`src/hdl/bus_pkg.sv`:
```
`default_nettype none

package bus_pkg;

    localparam int addr_width = 32;
    localparam int data_width = 32;
    localparam int strb_width = data_width / 8;

    // only OKAY is ever returned by the slaves in this subsystem
    localparam logic [1:0] resp_okay = 2'b00;

    // everything a master drives, on all five channels
    typedef struct packed {
        logic [addr_width-1:0] araddr;
        logic                  arvalid;
        logic                  rready;
        logic [addr_width-1:0] awaddr;
        logic                  awvalid;
        logic [data_width-1:0] wdata;
        logic [strb_width-1:0] wstrb;
        logic                  wvalid;
        logic                  bready;
    } bus_req_t;

    // everything a slave drives back
    typedef struct packed {
        logic                  arready;
        logic [data_width-1:0] rdata;
        logic [1:0]            rresp;
        logic                  rvalid;
        logic                  awready;
        logic                  wready;
        logic [1:0]            bresp;
        logic                  bvalid;
    } bus_rsp_t;

endpackage

`default_nettype wire

```
`src/hdl/fetch_port.sv`:
```
`default_nettype none

module fetch_port
    import bus_pkg::*;
(
    input  logic                  clk,
    input  logic                  rst_n,
    input  logic                  fetch_req,
    input  logic [addr_width-1:0] fetch_addr,
    output logic                  fetch_done,
    output logic [data_width-1:0] fetch_instr,
    output logic                  bus_pending,
    output bus_req_t              bus_req,
    input  bus_rsp_t              bus_rsp
);

    logic                  pending_q;
    logic                  arvalid_q;
    logic                  done_q;
    logic [addr_width-1:0] addr_q;
    logic [data_width-1:0] instr_q;
    logic                  start;
    logic                  ar_fire;
    logic                  r_fire;

    assign start   = fetch_req & ~pending_q;
    assign ar_fire = arvalid_q & bus_rsp.arready;
    assign r_fire  = pending_q & bus_rsp.rvalid & bus_req.rready;

    // drops in the cycle of the R handshake so the arbiter can move on
    assign bus_pending = pending_q ? ~r_fire : fetch_req;

    always_comb begin
        bus_req         = '0;
        bus_req.araddr  = addr_q;
        bus_req.arvalid = arvalid_q;
        bus_req.rready  = 1'b1;
    end

    always_ff @(posedge clk) begin
        if (!rst_n) begin
            pending_q <= 1'b0;
            arvalid_q <= 1'b0;
            done_q    <= 1'b0;
        end else begin
            done_q <= r_fire;
            if (start) begin
                pending_q <= 1'b1;
                arvalid_q <= 1'b1;
            end
            if (ar_fire) begin
                arvalid_q <= 1'b0;
            end
            if (r_fire) begin
                pending_q <= 1'b0;
            end
        end
    end

    always_ff @(posedge clk) begin
        if (start) begin
            addr_q <= fetch_addr;
        end
        if (r_fire) begin
            instr_q <= bus_rsp.rdata;
        end
    end

    assign fetch_done  = done_q;
    assign fetch_instr = instr_q;

endmodule

`default_nettype wire

```
`config.mk`:
```
export PLATFORM = sky130hd
export DESIGN_NAME = fetch_port
export DESIGN_NICKNAME = d
export VERILOG_FILES = /design/src/hdl/bus_pkg.sv /design/src/hdl/fetch_port.sv
export SDC_FILE = /design/constraint.sdc
export NUM_CORES = 1
export LEC_CHECK = 0
export BUFFER_PORTS_ARGS = -buffer_cell sky130_fd_sc_hd__buf_2
export CORE_ASPECT_RATIO = 0.9
export CORE_MARGIN = 1.5
export CORE_UTILIZATION = 38
export DETAILED_ROUTE_END_ITERATION = 12
export HOLD_SLACK_MARGIN = 0.06
export PLACE_DENSITY = 0.82
export SYNTH_ARGS = -nofsm -noshare
export SYNTH_HDL_FRONTEND = slang
export SYNTH_SLANG_ARGS = --single-unit
```
`constraint.sdc`:
```
create_clock -name clk -period 2 [get_ports clk]
set_input_delay 0.4 -clock clk [delete_from_list [all_inputs] [get_ports clk]]
set_output_delay 0.4 -clock clk [all_outputs]
set_load 0.01 [all_outputs]
```
---- Word level (Yosys, flattened, before mapping) ----
Index checks and enable logic that the tools add are counted.
word-level totals
  bits in registers ....................... 67
  bits of input ports ..................... 76
  output and inout bits ................... 139
  word-level logic and storage cells ...... 14
operators by class
  mux-type cells .......................... 1
  bitwise operators ....................... 6
  reduce and logical (&&, ||, !) cells .... 2
operator list
  cell                number
  OR reduction 2 bit  2
  bitwise AND 1 bit   3
  NOT 1 bit           3
  2-to-1 mux 1 bit    1

---- Depth between registers and ports, before layout ----
  depth in word-level cells ............... 3
  depth in mapped cells ................... 2
  mapped depth without buffers ............ 2

---- Least setup slack after synthesis ----
No wires, ideal clock.
  path type ............................... input to register
  start ................................... input bus_rsp[5] in the netlist's numbering
  end ..................................... register instr_q[0], in the netlist fetch_instr[0] (enable)
  library setup time ...................... 392 ps
  data arrival time ....................... 1195 ps
  required time ........................... 1608 ps
  setup slack ............................. 413 ps
  stages on the path ...................... 1
  path buffers ............................ 0
  cell sequence ........................... and2_1
on the way
  longest elaborated chain between the ends .. 1
ends and longest elaborated chain
  item                  line              text
  start, declared       fetch_port.sv:14  input bus_rsp_t bus_rsp
  bitwise AND 1 bit     fetch_port.sv:28  assign r_fire = pending_q & bus_rsp.rvalid & bus_req.rready;
  end signal, assigned  fetch_port.sv:65  instr_q <= bus_rsp.rdata;
  end, declared         fetch_port.sv:21  logic [data_width-1:0] instr_q;
No other way between the ends.
A chain may end at the register's enable or synchronous reset.

---- Worst setup path after layout ----
  start ................................... register pending_q
  end ..................................... output bus_pending
on the way
  longest elaborated chain between the ends .. 3
ends and longest elaborated chain
  item                    line              text
  start, declared         fetch_port.sv:17  logic pending_q;
  start signal, assigned  fetch_port.sv:42  pending_q <= 1'b0;
  start signal, assigned  fetch_port.sv:48  pending_q <= 1'b1;
  start signal, assigned  fetch_port.sv:55  pending_q <= 1'b0;
  bitwise AND 1 bit       fetch_port.sv:28
  NOT 1 bit               fetch_port.sv:31  assign bus_pending = pending_q ? ~r_fire : fetch_req;
  2-to-1 mux 1 bit *      fetch_port.sv:31
  end, declared           fetch_port.sv:12  output logic bus_pending,
Mark *: on every way between the ends. The rest lies on a longest branch, timed or not.

==> metrics.md <==
| Metric | Value |
|---|---|
| Ports | `215` |
| Clock Skews | `0.00509 ns` |
| Later-pin clock latency in the skew report | `0.33 ns` |
| Critical path fanouts, max | `4` |
| Fmax | `705 MHz` |
| Final Total Pwr | `3.21 mW` |
| Min-delay src | `bus_rsp[23]` |
| Post-route clock period utilization | `70.9%` |
| Initial Util | `39.4%` |
| M2 GR Usage | `20.8%` |
| Part of the power in registers | `50.7%` |
| Core area | `0.00662 sq mm` |
| Yosys reg bits | `67` |
| Worst hold path class | `input pin to flop` |
| WP data arrival | `1.02 ns` |
| Share of layout cells above drive strength 1 | `51.2%` |
| Switching Share | `20.9%` |
| Sequence of cells on the critical path | `nand2b_4 -> nand2_1 -> buf_2` |
| Crit path launch | `pending_q$_SDFFE_PP0P_` |
| Chip width | `90.3 um` |
| Post-DP HPWL | `3990 um` |
| Outcome | `complete, no violations` |
| Setup TNS | `0 ns` |
| Worst Hold Path Cells | `1` |
| Leakage power | `1.55 nW` |
| Rel. slew slack | `57.9%` |
| Postcts setup bufs | `0` |
| Gr busiest metal | `met2` |
| Area of the die | `0.00737 sq mm` |
| RSZ-0062 raised after global routing | `false` |
| Final hold violation count | `0` |
| CP max-delay cell | `dfxtp_1` |
| Yosys cell types | `12` |
| Cells after Synth | `152` |
| Root Buffer | `clkbuf_8` |
| CTS H-tree lvls | `3` |
| GPL Wtd Cong | `0.704` |
| Remaining global-route overflow | `0` |
| First drt pass iteration count | `4` |
| Total GRT Usage | `12.6%` |
| Reg-to-reg startpoint | `pending_q$_SDFFE_PP0P_` |
| Crit path largest cell delay | `0.36 ns` |
| Max Root-Sink Buffers | `2` |
| Required time worst endpoint | `1.60 ns` |
| NetSw | `0.671 mW` |
| Via/cell ratio | `3.79` |
| Power Dens Cells | `957 mW/mm^2` |
| Startpoint types | `flop` |
| Least-Margin Pin Slew | `0.630 ns` |
| DRC Markers | `0` |
| Final #Nets | `372` |
| Final WL | `5040 um` |
| Fin crit period | `1.42 ns` |
| YS warnings | `0` |
| Vias | `1481` |
| Port-buffer cells | `135` |
| Cts repair resizes | `0` |
| Clk sinks | `67` |
| Max Cap Viol | `0` |
| Starting DRT DRC Count | `79` |
| Gate power share | `8.3%` |
| Area growth, synth to finish | `28.8%` |
| Final setup viols | `0` |
| First-pass GRT wire length | `6580 um` |
| Slew Viols, Final | `0` |
| Nature of the critical path endpoint | `output pin` |
| Internal cell power | `2.54 mW` |
| Final ANT Viol Nets | `0` |
| Clock transition at path regs | `0.07 ns` |
| Critical path class | `flop to output pin` |
| Reg2Reg Depth | `2` |
| Worst Slack Setup Final | `0.582 ns` |
| Die height | `81.6 um` |
| Number of buffers created by CTS | `9` |
| Initial antenna violation count | `0` |
| Setup slack at placement | `0.555 ns` |
| Hold-fix buffers, CTS | `0` |
| Synthesized area | `0.00261 sq mm` |
| Peak VDD IR | `0.383 mV` |
| Global routing met1 resource utilization | `12.9%` |
| Largest net degree at the start of global routing | `33` |
| Ant diodes | `0` |
| DR WL/cell | `12.9 um` |
| Post-Syn Area per Cell | `17.2 sq um` |
| TritonCTS clock tree | `done` |
| Sequential-to-total area share from yosys stat | `76.0%` |
| Clk pwr share | `40.9%` |
| Met3 usage | `5.65%` |
| Vias in the first global route | `1245` |
| Rows | `28` |
stage by stage:
step	hold WS [ns]	utilization, %	instance area [sq um]	instances
final	0.241	50.7	3360	391
after global placement	0.478	47.1	3120	375
after detailed placement	0.484	47.1	3120	375
after global routing	0.212	50.7	3360	391
after floorplan	0.468	-	2870	222
after CTS	0.219	50.7	3360	391
critical path, delay by kind of cell (launching register included):
| family | cells | cell delay [ns] |
|---|---|---|
| buffers and inverters | 1 | 0.13 |
| DFF | 1 | 0.36 |
| and+or+nand+nor | 2 | 0.20 |
power by group through the flow:
stage	clock, mW	sequential [mW]	combinational, mW
floorplan	0	1.70	0.200
global placement	0	1.66	0.258
detailed placement	0	1.66	0.268
CTS	1.35	1.63	0.268
global route	1.40	1.64	0.293
finish	1.32	1.63	0.267
kinds of logic (layout without fill, tap and decap cells):
logic type      after synthesis  count (layout)  share of synthesized area [%]
compound gates                2               2                          0.768
simple gates                  7               7                           1.78
buf+inv                      74             153                           21.2
flops                        67              67                           76.0
other cells                   2              72                          0.288
cell usage after synthesis:
master | instances | share of area [%]
dfxtp_1 | 3 | 2.3
nand2b_4 | 1 | 0.53
conb_1 | 2 | 0.29
o22ai_2 | 1 | 0.48
edfxtp_1 | 64 | 74
buf_4 | 73 | 21
and2_1 | 1 | 0.24
nand2_1 | 2 | 0.29
inv_2 | 1 | 0.14
nand2b_1 | 2 | 0.48
and3_1 | 1 | 0.24
a21boi_1 | 1 | 0.29
area by class of cell:
class	instances	area [sq um]
timing repair buffer	136	683
fill	551	3260
inverter	1	3.75
clock inverter	6	113
sequential	67	1980
multi-input combinational	81	337
clock buffer	10	128
tap	90	113
layout by cell type (no fill, tap or decap), types with 2 or more instances in the layout:
master	instances
clkbuf_8	9
buf_2	135
dfxtp_1	3
edfxtp_1	64
conb_1	72
nand2_1	2
nand2b_1	2
bufinv_16	3
registers in the layout, indices dropped and copies added, names as in the netlist:
register and flops:
addr_q 32, fetch_instr 32, fetch_done 1, arvalid_q 1
pending_q 1
worst paths after layout:
path / endpoint / slack [ns]
setup / recovery: bus_pending / 0.58
hold / removal: fetch_instr[15]$_DFFE_PP_ / 0.24
setup reg to reg: addr_q[7]$_DFFE_PP_ / 0.67
hold reg to reg: arvalid_q$_SDFFE_PP0P_ / 0.49
metal layers:
| metal | part of all wire (%) | up-vias |
|---|---|---|
| li1 | - | 668 |
| met1 | 33 | 685 |
| met2 | 53 | 115 |
| met3 | 11 | 13 |
| met4 | 2.6 | 0 |
| met5 | 0 | - |
Note: power is estimated with default switching activity, not from simulation.
