==> config.mk <==
export PLATFORM = sky130hd
export DESIGN_NAME = bus_arbiter
export DESIGN_NICKNAME = d
export VERILOG_FILES = /design/src/hdl/bus_pkg.sv /design/src/hdl/core_pkg.sv /design/src/hdl/bus_arbiter.sv
export SDC_FILE = /design/constraint.sdc
export NUM_CORES = 1
export LEC_CHECK = 0
export BUFFER_PORTS_ARGS = -buffer_cell sky130_fd_sc_hd__clkbuf_2
export CAP_MARGIN = 20
export CELL_PAD_IN_SITES_DETAIL_PLACEMENT = 2
export CELL_PAD_IN_SITES_GLOBAL_PLACEMENT = 2
export CORE_AREA = 10 10 164 166
export CTS_BUF_LIST = sky130_fd_sc_hd__clkbuf_8
export CTS_CLUSTER_SIZE = 40
export DETAILED_ROUTE_END_ITERATION = 8
export DIE_AREA = 0 0 174 176
export PLACE_DENSITY = 0.95
export SLEW_MARGIN = 20
export SYNTH_ARGS = -nofsm -noshare
export SYNTH_HDL_FRONTEND = slang
export SYNTH_SLANG_ARGS = --single-unit
==> constraint.sdc <==
create_clock -name clk -period 1.8 [get_ports clk]
set_clock_uncertainty 0.1 [all_clocks]
set_input_delay 0.27 -clock clk [delete_from_list [all_inputs] [get_ports clk]]
set_output_delay 0.27 -clock clk [all_outputs]
set_load 0.05 [all_outputs]
==> src/hdl/bus_pkg.sv <==
`default_nettype none

package bus_pkg;

    localparam int addr_width = 32;
    localparam int data_width = 32;
    localparam int strb_width = data_width / 8;

    // only OKAY is ever returned by the slaves in this subsystem
    localparam logic [1:0] resp_okay = 2'b00;

    // everything a master drives, on all five channels
    typedef struct packed {
        logic [addr_width-1:0] araddr;
        logic                  arvalid;
        logic                  rready;
        logic [addr_width-1:0] awaddr;
        logic                  awvalid;
        logic [data_width-1:0] wdata;
        logic [strb_width-1:0] wstrb;
        logic                  wvalid;
        logic                  bready;
    } bus_req_t;

    // everything a slave drives back
    typedef struct packed {
        logic                  arready;
        logic [data_width-1:0] rdata;
        logic [1:0]            rresp;
        logic                  rvalid;
        logic                  awready;
        logic                  wready;
        logic [1:0]            bresp;
        logic                  bvalid;
    } bus_rsp_t;

endpackage

`default_nettype wire

==> src/hdl/core_pkg.sv <==
`default_nettype none

package core_pkg;

    import bus_pkg::*;

    // which master currently owns the memory bus
    typedef enum logic [1:0] {
        grant_idle  = 2'd0,
        grant_fetch = 2'd1,
        grant_lsu   = 2'd2
    } grant_e;

    typedef enum logic {
        op_load  = 1'b0,
        op_store = 1'b1
    } lsu_op_e;

    // strb and data only matter for stores
    typedef struct packed {
        lsu_op_e               op;
        logic [addr_width-1:0] addr;
        logic [data_width-1:0] data;
        logic [strb_width-1:0] strb;
    } lsu_cmd_t;

endpackage

`default_nettype wire

==> src/hdl/bus_arbiter.sv <==
`default_nettype none

module bus_arbiter
    import bus_pkg::*;
    import core_pkg::*;
(
    input  logic     clk,
    input  logic     rst_n,
    input  logic     fetch_pending,
    input  logic     lsu_pending,
    input  bus_req_t fetch_req,
    input  bus_req_t lsu_req,
    output bus_rsp_t fetch_rsp,
    output bus_rsp_t lsu_rsp,
    output bus_req_t mem_req,
    input  bus_rsp_t mem_rsp
);

    grant_e grant_q;
    grant_e grant_d;
    logic   owner_final;
    logic   rearbitrate;

    // mem_req is the owner's request, so this is the owner's last handshake
    assign owner_final = (mem_rsp.rvalid & mem_req.rready)
                       | (mem_rsp.bvalid & mem_req.bready);

    always_comb begin
        case (grant_q)
            grant_fetch: rearbitrate = owner_final;
            grant_lsu:   rearbitrate = owner_final;
            default:     rearbitrate = 1'b1;
        endcase
    end

    // load/store always wins when both want the bus
    always_comb begin
        grant_d = grant_q;
        if (rearbitrate) begin
            if (lsu_pending) begin
                grant_d = grant_lsu;
            end else if (fetch_pending) begin
                grant_d = grant_fetch;
            end else begin
                grant_d = grant_idle;
            end
        end
    end

    always_ff @(posedge clk) begin
        if (!rst_n) begin
            grant_q <= grant_idle;
        end else begin
            grant_q <= grant_d;
        end
    end

    // the master without the grant sees every valid and ready low
    always_comb begin
        mem_req   = '0;
        fetch_rsp = '0;
        lsu_rsp   = '0;
        case (grant_q)
            grant_fetch: begin
                mem_req   = fetch_req;
                fetch_rsp = mem_rsp;
            end
            grant_lsu: begin
                mem_req = lsu_req;
                lsu_rsp = mem_rsp;
            end
            default: begin
                mem_req = '0;
            end
        endcase
    end

endmodule

`default_nettype wire

## Word-level counts from Yosys, hierarchy flattened

Index checks and enable logic that the tools add are counted.

- Bits in registers: 2
- Output and inout port bits: 187
- Logic and storage cells: 13

- Eq/ne operators: 2
- Mux-type cells: 6
- Bitwise logic cells: 3
- Reduce and logical (&&, ||, !) cells: 1

Operators by type and width:

| cell | number |
|---|---|
| $pmux 105 s2 | 1 |
| $mux 41 | 2 |
| $and 1x1->1 | 2 |
| $eq 2x1->1 const B | 1 |
| $eq 2x2->1 const B | 1 |
| $mux 1 | 2 |
| $mux 2 | 1 |
| $reduce_or 2->1 | 1 |
| $or 1x1->1 | 1 |

## Logic depth before layout (Yosys ltp)

- Depth in word-level cells: 5
- Mapped depth: 7

## Least setup slack after synthesis

OpenSTA, ideal clock, no wires.

- Path kind: register to output
- Start point: reg grant_q[0]
- End point: out mem_req[50] (netlist name)
- Arrival: 1.815 ns
- Setup slack: -0.385 ns
- Stages on the path, launching flop included: 7
- Cell sequence: dfxtp_1 -> inv_1 -> ha_1 -> buf_2 -> buf_2 -> buf_1 -> nor2_1

RTL lines:

| what | RTL line | text |
|---|---|---|
| start: declaration | bus_arbiter.sv:19 | `grant_e grant_q;` |
| start signal: assignment | bus_arbiter.sv:52 | `grant_q <= grant_idle;` |
| start signal: assignment | bus_arbiter.sv:54 | `grant_q <= grant_d;` |
| end: declaration | bus_arbiter.sv:15 | `output bus_req_t mem_req,` |

==> results.sh <==
export IMPL_chipWidth_um=174
export IMPL_slew_viol_final=0
export IMPL_max_stage_delay_ps=370
export IMPL_path_class="reg -> out"
export IMPL_top_layer="met5"
export IMPL_htree_levels=1
export IMPL_cpMostUsedCell="buf_12"
export IMPL_tightestPinTransition_ps=294
export IMPL_yosysMostFrequentCell="nor2_1"
export IMPL_dr_pass1_iters=4
export IMPL_routed_wl_mm=33.7
export IMPL_clockBufferDepth=2
export IMPL_holdCritPathClass="in -> reg"
export IMPL_async_flop_share_pct=0
export IMPL_antenna_found_initial=4
export IMPL_syn_cell_area_mm2=0.00208
export IMPL_arrival_ps=1670
export IMPL_cts_sinks=2
export IMPL_largestRegisters="grant_q: 2 flops"
export IMPL_critPathLaunchType="flip-flop"
export IMPL_grt_ovfl_total=0
export IMPL_first_iter_violations=192
export IMPL_cts_hold_buf=0
export IMPL_layout_drive_gt1_share_pct=98.0
export IMPL_numCtsBuffers=3
export IMPL_synth_area_per_cell_um2=5.90
export IMPL_violations="setup timing"
export IMPL_hold_viol_final=0
export IMPL_routabilityCongestion=0.764
export IMPL_syn2layout_area_growth_pct=373
export IMPL_io_pins=442
export IMPL_rsz0062_at_grt="true"
export IMPL_clock_latency_ps=220
export IMPL_yosysWarnings=0
export IMPL_relSlewSlack_pct=80.4
export IMPL_die_h_um=176
export IMPL_post_route_min_period_ps=2040
export IMPL_core_area_mm2=0.0238
export IMPL_synthFlopType="dfxtp_1"
export IMPL_grt_use_total_pct=19.0
export IMPL_synth_fp_nets=609
export IMPL_setup_viol=186
export IMPL_p_per_area_mw_per_mm2=473
export IMPL_cts_root_buf="clkbuf_8"
export IMPL_grt_pass1_vias=5938
export IMPL_drc=0
export IMPL_tritoncts="built"
export IMPL_fmax_ghz=0.491
export IMPL_seq_area_frac_synth_pct=1.93
export IMPL_synth_edf_count=0
export IMPL_crit_path_top_delay_cell="dfxtp_4"
export IMPL_path_clk_slew_ps=30
export IMPL_top_register="grant_q"
export IMPL_setup_ws_ps=-237
export IMPL_avgRoutedWirePerCell_um=29.0
export IMPL_peakVddDrop_uv=203
export IMPL_cp_cell_sequence="inv_4 > ha_4 > buf_12 > clkbuf_16 > a22oi_2 > nor2_4 > buf_12"
export IMPL_nNetsFinal=1097
export IMPL_routedLengthMet1_mm=10.7
export IMPL_synth_cells=352
export IMPL_wl_met2_mm=19.3
export IMPL_endpoint_kind="primary output"
export IMPL_dieArea_mm2=0.0306
export IMPL_power_mw=4.65
export IMPL_synth_top_cell_area_share_pct=37.6
export IMPL_post_route_util_pct=41.2
export IMPL_fp_row_count=57
export IMPL_ys_ff_latch=2
export IMPL_start_util_pct=8.71
export IMPL_critPathMaxFanout=11
export IMPL_met3_length_mm=2.90
export IMPL_grt_max_degree=33
export IMPL_drtAntennaViolNets=0
export IMPL_dp_hpwl_mm=23.0
export IMPL_status="finished, violations left"
export IMPL_maxCapViolations=0
export IMPL_p_leak_nw=4.02
export IMPL_synth_top_cell_by_area="a22oi_1"
export IMPL_largest_reg_flops=2
export IMPL_viasPerCell=4.28
export IMPL_synth_cell_types=16
export IMPL_cp_required_ps=1430
export IMPL_synth_top_cells_by_count="105 x nor2_1, 104 x a22oi_1, 82 x and2_1"
export IMPL_netlist_top_cells_area="a22oi_1 38%, and2_1 25%, nor2_1 19%, buf_2 4.3%, buf_4 2.9%"
export IMPL_tns_ps=-23230
export IMPL_via_count=4977
export IMPL_port_buffers=441
export IMPL_min_period_over_period_pct=113
export IMPL_grt_pass1_wl_mm=43.6
cell type report:
type | count | area, µm²
fill | 2451 | 14000
timing repair buffer | 527 | 6250
multi-input combinational | 301 | 3050
tap | 324 | 405
sequential | 2 | 47.5
clock buffer | 3 | 41.3
inverter | 5 | 23.8
antenna | 2 | 5.00
what timing repair did:
| action | 4_1_cts | 5_1_grt |
|---|---|---|
| pin swaps | 18 | 61 |
| endpoints found under the setup margin | 187 | 188 |
| buffers inserted | 13 | 18 |
| hold endpoints to repair | 0 | 0 |
| cloned | 16 | 10 |
| gates resized for setup | 253 | 183 |
metrics by stage:
stage                     hold slack, ps  setup WS (ps)  instances  instance area, µm²
after floorplan                      309           -175        352                2540
after global placement               400           -253       1106                7350
after detailed placement             420           -259       1106                7350
after CTS                            200           -268       1138                8930
after global routing                 209           -304       1162                9810
final                                205           -237       1164                9820
per-layer routing:
metal | vias up | global-route usage (%)
li1 | 2222 | -
met1 | 2415 | 16.8
met2 | 300 | 38.2
met3 | 36 | 7.58
met4 | 4 | 6.13
met5 | - | 0
worst paths after layout:
path / start / slack (ps) / end / cells after the start
max: grant_q[1] / -240 / mem_req[60] / 7
min: lsu_pending / 200 / grant_q[1] / 3
max reg2reg: grant_q[1] / -100 / grant_q[1] / 8
min reg2reg: grant_q[1] / 420 / grant_q[1] / 2
worst max-delay path: cells and delay by family, from the launching register on:
family / cells / cell delay [ps]
and+or+nand+nor: 1 / 80
AOI/OAI and AO/OA: 1 / 250
buffers and inverters: 4 / 540
adders and majority gates: 1 / 210
DFF: 1 / 370
placed cells by master (no fill, tap or decap), drive strengths merged:
cell | netlist | layout
nand3b | 1 | 1
bufbuf | 0 | 1
diode | 0 | 2
and2 | 82 | 82
a22oi | 105 | 105
dfxtp | 2 | 2
nand2 | 3 | 3
clkbuf | 14 | 271
nor2 | 105 | 105
o221a | 1 | 1
buf | 30 | 258
inv | 5 | 5
mux2i | 2 | 2
ha | 2 | 2
where the power goes:
| part | switching (mW) | internal (mW) |
|---|---|---|
| combinational | 2.30 | 2.10 |
| sequential | 0.00782 | 0.0492 |
| clock | 0.0454 | 0.142 |
| total | 2.35 | 2.29 |
cells by family after synthesis:
logic type               count (synthesis)  share of synthesized area, %
AO/OA/AOI/OAI                          106                          39.2
multiplexers                             2                         0.964
buffers and inverters                   49                          12.1
flip-flops                               2                          1.93
adder cells (fa/ha/maj)                  2                          1.21
AND/OR/NAND/NOR                        191                          44.6
No activity file was read; power rests on OpenSTA's default activity.
