--- src/hdl/bus_pkg.sv ---
`default_nettype none

package bus_pkg;

    localparam int addr_width = 32;
    localparam int data_width = 32;
    localparam int strb_width = data_width / 8;

    // only OKAY is ever returned by the slaves in this subsystem
    localparam logic [1:0] resp_okay = 2'b00;

    // everything a master drives, on all five channels
    typedef struct packed {
        logic [addr_width-1:0] araddr;
        logic                  arvalid;
        logic                  rready;
        logic [addr_width-1:0] awaddr;
        logic                  awvalid;
        logic [data_width-1:0] wdata;
        logic [strb_width-1:0] wstrb;
        logic                  wvalid;
        logic                  bready;
    } bus_req_t;

    // everything a slave drives back
    typedef struct packed {
        logic                  arready;
        logic [data_width-1:0] rdata;
        logic [1:0]            rresp;
        logic                  rvalid;
        logic                  awready;
        logic                  wready;
        logic [1:0]            bresp;
        logic                  bvalid;
    } bus_rsp_t;

endpackage

`default_nettype wire

--- src/hdl/core_pkg.sv ---
`default_nettype none

package core_pkg;

    import bus_pkg::*;

    // which master currently owns the memory bus
    typedef enum logic [1:0] {
        grant_idle  = 2'd0,
        grant_fetch = 2'd1,
        grant_lsu   = 2'd2
    } grant_e;

    typedef enum logic {
        op_load  = 1'b0,
        op_store = 1'b1
    } lsu_op_e;

    // strb and data only matter for stores
    typedef struct packed {
        lsu_op_e               op;
        logic [addr_width-1:0] addr;
        logic [data_width-1:0] data;
        logic [strb_width-1:0] strb;
    } lsu_cmd_t;

endpackage

`default_nettype wire

--- src/hdl/lsu_port.sv ---
`default_nettype none

module lsu_port
    import bus_pkg::*;
    import core_pkg::*;
(
    input  logic                  clk,
    input  logic                  rst_n,
    input  logic                  lsu_req,
    input  lsu_cmd_t              lsu_cmd,
    output logic                  lsu_done,
    output logic [data_width-1:0] load_data,
    output logic                  bus_pending,
    output bus_req_t              bus_req,
    input  bus_rsp_t              bus_rsp
);

    lsu_cmd_t              cmd_q;
    logic                  pending_q;
    logic                  ar_sent_q;
    logic                  aw_sent_q;
    logic                  w_sent_q;
    logic                  done_q;
    logic [data_width-1:0] load_q;
    logic                  start;
    logic                  is_store;
    logic                  ar_fire;
    logic                  aw_fire;
    logic                  w_fire;
    logic                  final_fire;

    assign start    = lsu_req & ~pending_q;
    assign is_store = (cmd_q.op == op_store);

    // each valid is derived from the sent flags, so it falls on its own transfer
    always_comb begin
        bus_req.araddr  = cmd_q.addr;
        bus_req.arvalid = pending_q & ~is_store & ~ar_sent_q;
        bus_req.rready  = 1'b1;
        bus_req.awaddr  = cmd_q.addr;
        bus_req.awvalid = pending_q & is_store & ~aw_sent_q;
        bus_req.wdata   = cmd_q.data;
        bus_req.wstrb   = cmd_q.strb;
        bus_req.wvalid  = pending_q & is_store & ~w_sent_q;
        bus_req.bready  = 1'b1;
    end

    assign ar_fire = bus_req.arvalid & bus_rsp.arready;
    assign aw_fire = bus_req.awvalid & bus_rsp.awready;
    assign w_fire  = bus_req.wvalid & bus_rsp.wready;

    // a load ends on R, a store on B
    assign final_fire = pending_q & (is_store ? (bus_rsp.bvalid & bus_req.bready)
                                              : (bus_rsp.rvalid & bus_req.rready));

    assign bus_pending = pending_q ? ~final_fire : lsu_req;

    always_ff @(posedge clk) begin
        if (!rst_n) begin
            pending_q <= 1'b0;
            ar_sent_q <= 1'b0;
            aw_sent_q <= 1'b0;
            w_sent_q  <= 1'b0;
            done_q    <= 1'b0;
        end else begin
            done_q <= final_fire;
            if (start) begin
                pending_q <= 1'b1;
                ar_sent_q <= 1'b0;
                aw_sent_q <= 1'b0;
                w_sent_q  <= 1'b0;
            end else begin
                if (ar_fire) begin
                    ar_sent_q <= 1'b1;
                end
                if (aw_fire) begin
                    aw_sent_q <= 1'b1;
                end
                if (w_fire) begin
                    w_sent_q <= 1'b1;
                end
                if (final_fire) begin
                    pending_q <= 1'b0;
                end
            end
        end
    end

    always_ff @(posedge clk) begin
        if (start) begin
            cmd_q <= lsu_cmd;
        end
        if (final_fire && !is_store) begin
            load_q <= bus_rsp.rdata;
        end
    end

    assign lsu_done  = done_q;
    assign load_data = load_q;

endmodule

`default_nettype wire

--- config.mk ---
export PLATFORM = sky130hd
export DESIGN_NAME = lsu_port
export DESIGN_NICKNAME = d
export VERILOG_FILES = /design/src/hdl/bus_pkg.sv /design/src/hdl/core_pkg.sv /design/src/hdl/lsu_port.sv
export SDC_FILE = /design/constraint.sdc
export NUM_CORES = 1
export LEC_CHECK = 0
export ABC_CLOCK_PERIOD_IN_PS = 4500
export BUFFER_PORTS_ARGS = -buffer_cell sky130_fd_sc_hd__buf_4
export CAP_MARGIN = 20
export CORE_AREA = 2 2 97 99
export CTS_BUF_LIST = sky130_fd_sc_hd__clkbuf_16
export DETAILED_ROUTE_END_ITERATION = 12
export DIE_AREA = 0 0 99 101
export GPL_ROUTABILITY_DRIVEN = 0
export PLACE_DENSITY = 0.78
export SYNTH_ARGS = -nofsm -noshare
export SYNTH_HDL_FRONTEND = slang
export SYNTH_SLANG_ARGS = --single-unit
--- constraint.sdc ---
create_clock -name clk -period 4.5 [get_ports clk]
set_input_delay 0.9 -clock clk [delete_from_list [all_inputs] [get_ports clk]]
set_output_delay 0.9 -clock clk [all_outputs]
set_load 0.005 [all_outputs]
# == Yosys cells after proc, flatten, opt, wreduce, memory -nomap -nowiden ==
# Cells that the tools add are included.
# Widths: inputs -> output; s select.
# word_totals
reg_bits,106
inputBits,113
out_inout_bits,139
wordCells,35
# op_classes
muxes,4
n_bitwise,17
reduce_logical,4
# ops
operator,n
$and 1x1->1,10
$not 1->1,7
$mux 1,4
$reduce_bool 2->1,1
$reduce_or 2->1,1
$logic_and 1x1->1,1
$logic_not 1->1,1

# == Depth between registers and ports, before layout ==
# Gate-level depths: netlist (run 1).
# depth
word_depth,4
mapped_depth,4
ltp_nobuf,3

# == Least setup slack after synthesis (run 1) ==
# OpenSTA, ideal clock, no wires.
# synth_path
path_type,input to register
start,input lsu_req
end,"register cmd_q (netlist bit bus_req[10]), enable pin"
setup_ns,0.423
arrival_time_ns,2.320
required_ns,4.077
setup_slack_ns,1.757
cell_stages,2
path_buffers,0
cell_sequence,nand2b_4 inv_1
# synth_between
elab_chain_len,1
# synth_lines
item,line_no,rtl
start: declaration,lsu_port.sv:9,"input logic lsu_req,"
$and 1x1->1,lsu_port.sv:32,assign start = lsu_req & ~pending_q;
net start,lsu_port.sv:25,logic start;
end signal: assignment,lsu_port.sv:91,cmd_q <= lsu_cmd;
end: declaration,lsu_port.sv:18,lsu_cmd_t cmd_q;
# The timed path passes the listed nets, and every way through them passes these cells.
# A chain may end at the register's enable or synchronous reset.

# == Final worst setup path (run 1) ==
# layout_path
start,input bus_rsp[5] (netlist name)
end,output bus_pending
# layout_between
elab_chain_len,4
# layout_lines
item,line_no,rtl
start: declaration,lsu_port.sv:15,input bus_rsp_t bus_rsp
$mux 1,lsu_port.sv:53,assign final_fire = pending_q & (is_store ? (bus_rsp.bvalid & bus_req.bready)
$and 1x1->1,lsu_port.sv:53,
$not 1->1,lsu_port.sv:56,assign bus_pending = pending_q ? ~final_fire : lsu_req;
$mux 1,lsu_port.sv:56,
end: declaration,lsu_port.sv:13,"output logic bus_pending,"
# Every way passes these cells.

==> results of run 1 <==
==> power by group through the flow <==
stage / clock network, mW / logic (mW) / registers, mW
after floorplan: 0 / 0.0511 / 1.18
after global placement: 0 / 0.200 / 1.18
after detailed placement: 0 / 0.205 / 1.18
after CTS: 0.791 / 0.205 / 1.16
after global routing: 0.821 / 0.217 / 1.16
final: 0.765 / 0.203 / 1.16
==> worst min-delay path, delay by kind of cell (launching register included) <==
family	cells	cell delay [ps]
flip-flops	1	330
AO/OA/AOI/OAI	1	60
AND/OR/NAND/NOR	1	90
==> worst paths after layout <==
check | start | endpoint | slack [ps]
max | bus_rsp[5] | bus_pending | 2090
min | w_sent_q | w_sent_q | 520
max reg2reg | pending_q | bus_req[43] | 2430
min reg2reg | w_sent_q | w_sent_q | 520
==> metal layers <==
| layer | share of wire [%] | global-route usage [%] |
|---|---|---|
| met4 | 1.5 | 5.58 |
| met2 | 56 | 27.8 |
| met1 | 31 | 14.6 |
| met5 | 0 | 0 |
| met3 | 12 | 7.00 |
==> state kept, by name (all words and copies together), names as in the netlist <==
signal	flops
load_data	32
w_sent_q	1
bus_req	68
is_store	1
lsu_done	1
aw_sent_q	1
ar_sent_q	1
pending_q	1
==> final cells by class <==
class                      count  area share [%]
tap                          111            2.49
clock buffer                   9            4.04
inverter                       2           0.135
timing repair buffer         249            33.6
clock inverter                 7            1.26
sequential                   106            56.2
multi-input combinational     20            2.29
==> stage by stage <==
step                std cells  hold WS (ps)  utilization (%)
floorplan                 163           477                -
global placement          487           495             58.7
detailed placement        487           505             58.7
CTS                       503           527             62.0
global route              504           559             62.1
finish                    504           521             62.1
==> cell usage in the layout, fill, tap and decap left out, types with 2 or more instances in the layout <==
| master | n |
|---|---|
| inv_1 | 3 |
| inv_6 | 2 |
| clkinvlp_4 | 2 |
| dfxtp_1 | 5 |
| nand2_1 | 4 |
| edfxtp_1 | 101 |
| conb_1 | 2 |
| nor2b_1 | 3 |
| a32oi_1 | 3 |
| clkbuf_16 | 9 |
| buf_4 | 248 |
| nor2_1 | 3 |
==> logic make-up after synthesis <==
group,share of synthesized area [%]
flip-flops,88.9
buffers and inverters,7.60
AND/OR/NAND/NOR,2.06
AO/OA/AOI/OAI,1.07
multiplexers,0.284
other,0.106
==> qor.txt, run 1 <==
RUN STATUS
----------------------------------------------------------------------------------------------------
Status ................................................................................ finished clean

SYNTHESIS
----------------------------------------------------------------------------------------------------
#FFs+latches synth ....................................................................          106
Sequential element share of the synthesized area ......................................        88.9%
Warnings, synthesis ...................................................................            0
Post-synthesis instance area ..........................................................    3520 um^2
EDFF count, synth .....................................................................          101
Cell types with the largest area share after synthesis ................................ edfxtp_1, buf_4, dfxtp_1, a32oi_1, nor2b_1
Proportion of synthesized flip-flops having asynchronous set or reset .................           0%
Leading cell type by number of instances after synthesis ..............................     edfxtp_1
Top cell type's share of synthesized area .............................................        86.0%
Mean area per synthesized cell ........................................................    21.8 um^2
Count of mapped cells out of synthesis ................................................          162
Leading cell types by count after synthesis ........................................... edfxtp_1, buf_4, dfxtp_1
Number of library cell types mapped by synthesis ......................................           15
Prevailing post-synth register cell ...................................................     edfxtp_1
Biggest area consumer among synthesized cells .........................................     edfxtp_1

LAYOUT
----------------------------------------------------------------------------------------------------
Filler instances ......................................................................          668
Final non-filler cell area ............................................................    5580 um^2
Synth-to-Final Area Change ............................................................        58.3%
Total inserted antenna cells ..........................................................            0
Layout net count ......................................................................          501
Seq. cell area ........................................................................    3130 um^2
Multi-input logic area ................................................................     128 um^2
Fraction of layout instances using a drive strength above 1 ...........................        67.7%

DIE
----------------------------------------------------------------------------------------------------
Placeable core area ...................................................................    8980 um^2
Row Count .............................................................................           35
Die area ..............................................................................   10000 um^2
Initial core utilization ..............................................................        39.3%
Die width .............................................................................        99 um
Number of top-level pins ..............................................................          252
Vertical die dimension ................................................................       101 um

WORST SETUP PATH
----------------------------------------------------------------------------------------------------
Crit end category .....................................................................  output port
Max stage delay cell, worst path ......................................................      mux2i_1
Arrival time worst endpoint ...........................................................      1510 ps
Startpoint type of the worst setup path ...............................................   input port
WP depth ..............................................................................            5
Data required time of the worst path ..................................................      3600 ps
Buffering stage count on the worst path with inverters included .......................            2
Critical path class ................................................................... input port to output port
Largest driver fanout on the critical path ............................................            2
Worst path top cell family by delay ................................................... buffers and inverters
Highest cell delay on the worst timing path ...........................................       170 ps
Depth of the worst register-to-register path ..........................................            3
CP cell instances ..................................................................... buf_4 -> mux2i_1 -> nand2_1 -> nand2_1 -> buf_4

PWR
----------------------------------------------------------------------------------------------------
Clock network power share .............................................................        36.0%
Leakage power figure ..................................................................      2.40 nW
Total power consumption of the routed design ..........................................      2.13 mW
Sw Pwr ................................................................................     0.424 mW
VDD IR-drop max .......................................................................   0.000223 V
Sw Share ..............................................................................        19.9%
Internal power contribution ...........................................................      1.70 mW
Share of total power in sequential cells ..............................................        54.5%
Pwr/cell area .........................................................................  381 nW/um^2
Gate power share ......................................................................         9.5%

CLOCKING
----------------------------------------------------------------------------------------------------
Sinks on the clock net ................................................................          106
Clock root buffer .....................................................................    clkbuf_16
TritonCTS clock tree ..................................................................        built
H-tree depth reported by CTS ..........................................................            3
Buffers from clock root to sink, at most ..............................................            2
CTS-repair resized insts ..............................................................            0
Hold buffer count at CTS ..............................................................            0
Clock-pin slew reported for the worst setup and hold paths after clock tree synthesis .        70 ps
Clock insertion delay at the later pin of the skew report .............................       330 ps
Number of buffers added by the clock tree synthesis step ..............................            9
Number of buffers inserted to repair setup after CTS ..................................            0

GLOBAL ROUTE
----------------------------------------------------------------------------------------------------
Initial antenna violation count .......................................................            0
Overflow after GRT ....................................................................            0
Pin count of the biggest net entering global routing ..................................           38
Total GRT Usage .......................................................................        15.0%
Number of global-route vias before repair .............................................         2241
Wire length of the first global-routing pass ..........................................     11100 um

ROUTING
----------------------------------------------------------------------------------------------------
Number of vias in the routed layout ...................................................         2220
Initial DRT Pass Iterations ...........................................................            4
Per-cell routed wire length ...........................................................      15.9 um
Via density per instance ..............................................................         4.40
Initial DRC Count .....................................................................           60
DRT antenna net count .................................................................            0
Routed WL .............................................................................      8000 um
Remaining DRCs ........................................................................            0

FLOW RUN
----------------------------------------------------------------------------------------------------
Max-capacitance violation count .......................................................            0

STA
----------------------------------------------------------------------------------------------------
Total count of hold-check failures in the final report ................................            0
Final period demand of the worst path .................................................      2410 ps
Setup repair after global routing missed its margin ...................................           no
Max-slew violation count ..............................................................            0
Top achievable clock speed ............................................................      414 MHz
Least setup slack across all paths after layout .......................................      2090 ps
Post-route fraction of the period consumed by the critical path .......................        53.6%
Sum of negative setup slack ...........................................................         0 ps
Worst Clk Skew ........................................................................      7.20 ps
Setup Viol. Count Final ...............................................................            0
Relative slew margins .................................................................        45.5%
Transition time of the tightest slew-check pin ........................................       817 ps

MIN PATH
----------------------------------------------------------------------------------------------------
Hold Crit Class ....................................................................... register to register
Worst hold path depth .................................................................            2

PLACEMENT
----------------------------------------------------------------------------------------------------
Placed cell areas .....................................................................    5270 um^2
HPWL reported at the end of detailed placement ........................................      6260 um
Worst Setup Slack post-DPL ............................................................      1930 ps
Port bufs .............................................................................          245

Note: power is estimated with default switching activity, not from simulation.
==> run 2: changes to the inputs <==
Settings changed: ABC_AREA from default to 1, ABC_CLOCK_PERIOD_IN_PS 4500 to 2200, CORE_AREA 2 2 97 99 to 2 2 102 104, DIE_AREA 0 0 99 101 to 0 0 104 106, PLACE_DENSITY 0.78 to 0.74.
Clock period 4.5 ns to 2.2 ns, I/O delays scaled along.
==> run 2 against run 1 <==
Setup slack got worse by 1600 ps. Cell area rose by 0.36%. Wire length rose by 1.5%. Core utilization fell by 6.2 points. Sequential power rose by 100%. Non-clock buffer count fell by 1. Critical endpoint unchanged. Largest power group unchanged.
==> qor.txt, run 2 <==
CLOCKING
----------------------------------------------------------------------------------------------------
Clock root buffer .....................................................................    clkbuf_16
CTS-repair resized insts ..............................................................            0
Clock insertion delay at the later pin of the skew report .............................       340 ps
Hold buffer count at CTS ..............................................................            0
Sinks on the clock net ................................................................          106
Number of buffers inserted to repair setup after CTS ..................................            0
H-tree depth reported by CTS ..........................................................            3
Buffers from clock root to sink, at most ..............................................            2
Number of buffers added by the clock tree synthesis step ..............................            9
TritonCTS clock tree ..................................................................        built
Clock-pin slew reported for the worst setup and hold paths after clock tree synthesis .        70 ps

WORST SETUP PATH
----------------------------------------------------------------------------------------------------
Arrival time worst endpoint ...........................................................      1270 ps
Crit end category .....................................................................  output port
WP depth ..............................................................................            5
Crit Reg-Reg Startpoint ...............................................................     is_store
Depth of the worst register-to-register path ..........................................            4
Buffering stage count on the worst path with inverters included .......................            3
Critical path class ................................................................... register to output port
Startpoint type of the worst setup path ...............................................     register
Endpoint of the worst register-to-register path ....................................... load_data[25]
Destination of the critical timing path ...............................................  bus_pending
Worst path top cell family by delay ...................................................   flip-flops
Largest driver fanout on the critical path ............................................            4
Max stage delay cell, worst path ......................................................     edfxtp_1
CP cell instances ..................................................................... inv_1 -> nand3_1 -> nand3_2 -> inv_1 -> buf_4
Most used cell, CP ....................................................................        inv_1
Timing startpoint of the critical path ................................................     is_store
Slack of the worst reg-to-reg path ....................................................       740 ps
Highest cell delay on the worst timing path ...........................................       440 ps
Data required time of the worst path ..................................................      1760 ps

PWR
----------------------------------------------------------------------------------------------------
Clock network power share .............................................................        35.8%
Sw Share ..............................................................................        20.0%
Internal power contribution ...........................................................      3.48 mW
Leakage power figure ..................................................................      2.42 nW
Pwr/cell area .........................................................................  777 nW/um^2
Gate power share ......................................................................         9.8%
Share of total power in sequential cells ..............................................        54.4%
Sw Pwr ................................................................................     0.869 mW
VDD IR-drop max .......................................................................   0.000457 V

ROUTING
----------------------------------------------------------------------------------------------------
Number of vias in the routed layout ...................................................         2241
Initial DRC Count .....................................................................           95
Per-cell routed wire length ...........................................................      15.1 um
Routed WL .............................................................................      8120 um
Via density per instance ..............................................................         4.18
Remaining DRCs ........................................................................            0
Initial DRT Pass Iterations ...........................................................            4
DRT antenna net count .................................................................            0

LAYOUT
----------------------------------------------------------------------------------------------------
Layout net count ......................................................................          509
Layout Utilization ....................................................................        56.0%
Fraction of layout instances using a drive strength above 1 ...........................        67.3%
Commonest cells after routing, fill and taps aside .................................... buf_4, edfxtp_1, clkbuf_16
Total inserted antenna cells ..........................................................            0
Synth-to-Final Area Change ............................................................        58.9%
Most common library cell in the layout ignoring fill and taps .........................        buf_4
Number of flip-flops in the largest register ..........................................           68

GLOBAL ROUTE
----------------------------------------------------------------------------------------------------
Total GRT Usage .......................................................................        14.5%
Number of global-route vias before repair .............................................         2404
Initial antenna violation count .......................................................            0
Wire length of the first global-routing pass ..........................................     12000 um
Overflow after GRT ....................................................................            0
Pin count of the biggest net entering global routing ..................................           42

DIE
----------------------------------------------------------------------------------------------------
Number of top-level pins ..............................................................          252
Die width .............................................................................       104 um
Vertical die dimension ................................................................       106 um
Die area ..............................................................................   11000 um^2
Initial core utilization ..............................................................        35.2%
Row Count .............................................................................           37
Placeable core area ...................................................................   10000 um^2

SYNTHESIS
----------------------------------------------------------------------------------------------------
Sequential element share of the synthesized area ......................................        88.9%
Mean area per synthesized cell ........................................................    20.7 um^2
Leading cell types by count after synthesis ........................................... edfxtp_1, buf_4, inv_1
Warnings, synthesis ...................................................................            0
Number of library cell types mapped by synthesis ......................................           13
Prevailing post-synth register cell ...................................................     edfxtp_1
Post-synthesis instance area ..........................................................    3520 um^2
Count of mapped cells out of synthesis ................................................          170
#FFs+latches synth ....................................................................          106
Cell types with the largest area share after synthesis ................................ edfxtp_1, buf_4, dfxtp_1, inv_1, a21oi_1
Leading cell type by number of instances after synthesis ..............................     edfxtp_1
Biggest area consumer among synthesized cells .........................................     edfxtp_1
Top cell type's share of synthesized area .............................................        86.0%
Proportion of synthesized flip-flops having asynchronous set or reset .................           0%
EDFF count, synth .....................................................................          101

STA
----------------------------------------------------------------------------------------------------
Worst Clk Skew ........................................................................      9.28 ps
Final period demand of the worst path .................................................      1710 ps
Total count of hold-check failures in the final report ................................            0
Post-route fraction of the period consumed by the critical path .......................        77.8%
Setup repair after global routing missed its margin ...................................           no
Max-slew violation count ..............................................................            0
Setup Viol. Count Final ...............................................................            0
Top achievable clock speed ............................................................      584 MHz
Sum of negative setup slack ...........................................................         0 ps

MIN PATH
----------------------------------------------------------------------------------------------------
Worst Min Path Start ..................................................................   lsu_cmd[4]
Hold Crit Class ....................................................................... input port to register

FLOW RUN
----------------------------------------------------------------------------------------------------
Max-capacitance violation count .......................................................            0

PLACEMENT
----------------------------------------------------------------------------------------------------
Port bufs .............................................................................          245
HPWL reported at the end of detailed placement ........................................      6530 um

RUN STATUS
----------------------------------------------------------------------------------------------------
Status ................................................................................ finished clean

-- run 2: changes by cell type after synthesis, sizes merged --
| cell | previous run | this run |
|---|---|---|
| a21boi | 1 | 0 |
| a21oi | 0 | 4 |
| a32oi | 3 | 0 |
| and3 | 1 | 0 |
| clkbuf | 1 | 0 |
| inv | 2 | 11 |
| mux2i | 1 | 0 |
| nand2 | 4 | 6 |
| nand2b | 1 | 0 |
| nand3 | 0 | 4 |
| nor2b | 3 | 0 |
| nor3 | 0 | 1 |
| nor3b | 1 | 0 |
-- run 2: power groups by stage --
stage          logic [mW]  registers (mW)  clock network, mW
2_1_floorplan       0.105            2.42                  0
3_3_place_gp        0.423            2.41                  0
3_5_place_dp        0.434            2.42                  0
4_1_cts             0.434            2.37               1.61
5_1_grt             0.458            2.38               1.67
6_report            0.427            2.37               1.56
-- run 2: worst min path at each step --
stage | endpoint | depth (start not counted)
after floorplan | aw_sent_q | 2
after global placement | aw_sent_q | 2
after detailed placement | ar_sent_q | 2
after CTS | load_data[23] | 1
after global routing | bus_req[31] | 1
final | bus_req[6] | 1
-- run 2: worst register-to-register path: stages (launching register included) --
cell and delay (ps):
edfxtp_1 440, inv_1 100, nand3_1 130, inv_1 90, buf_4 340
-- run 2: routing by layer --
metal	part of all wire [%]	GRT usage (%)	up-vias	wire length [um]
met5	0	0	-	0
met4	2.4	7.92	0	195
met3	12	6.62	15	988
met2	54	26.5	163	4370
met1	32	13.5	1028	2560
li1	-	-	1035	-
-- run 2: logic make-up (layout without fill, tap and decap cells) --
kind of cell,count (synthesis),in the layout,share of synthesized area (%)
AO/OA/AOI/OAI,4,4,0.568
flip-flops,106,106,88.9
other,1,2,0.106
buffers and inverters,45,274,8.41
AND/OR/NAND/NOR,14,14,2.02
-- run 2: area by class of cell --
| type | count | area (um^2) |
|---|---|---|
| clock buffers | 9 | 225 |
| clock inverters | 6 | 65.1 |
| fillers | 818 | 4400 |
| inverters | 11 | 45.0 |
| multi-input cells | 20 | 98.8 |
| flip-flops and latches | 106 | 3130 |
| well taps | 136 | 170 |
| repair buffers | 248 | 1860 |
-- run 2: stage by stage --
step | hold WS [ps] | std cells | total power [mW] | setup slack, ps | instance area, um^2
global route | 253 | 536 | 4.51 | 419 | 5600
detailed placement | 443 | 521 | 2.85 | 693 | 5310
global placement | 444 | 521 | 2.83 | 716 | 5310
finish | 270 | 536 | 4.35 | 489 | 5600
floorplan | 427 | 171 | 2.53 | 287 | 3530
CTS | 254 | 536 | 4.41 | 467 | 5600
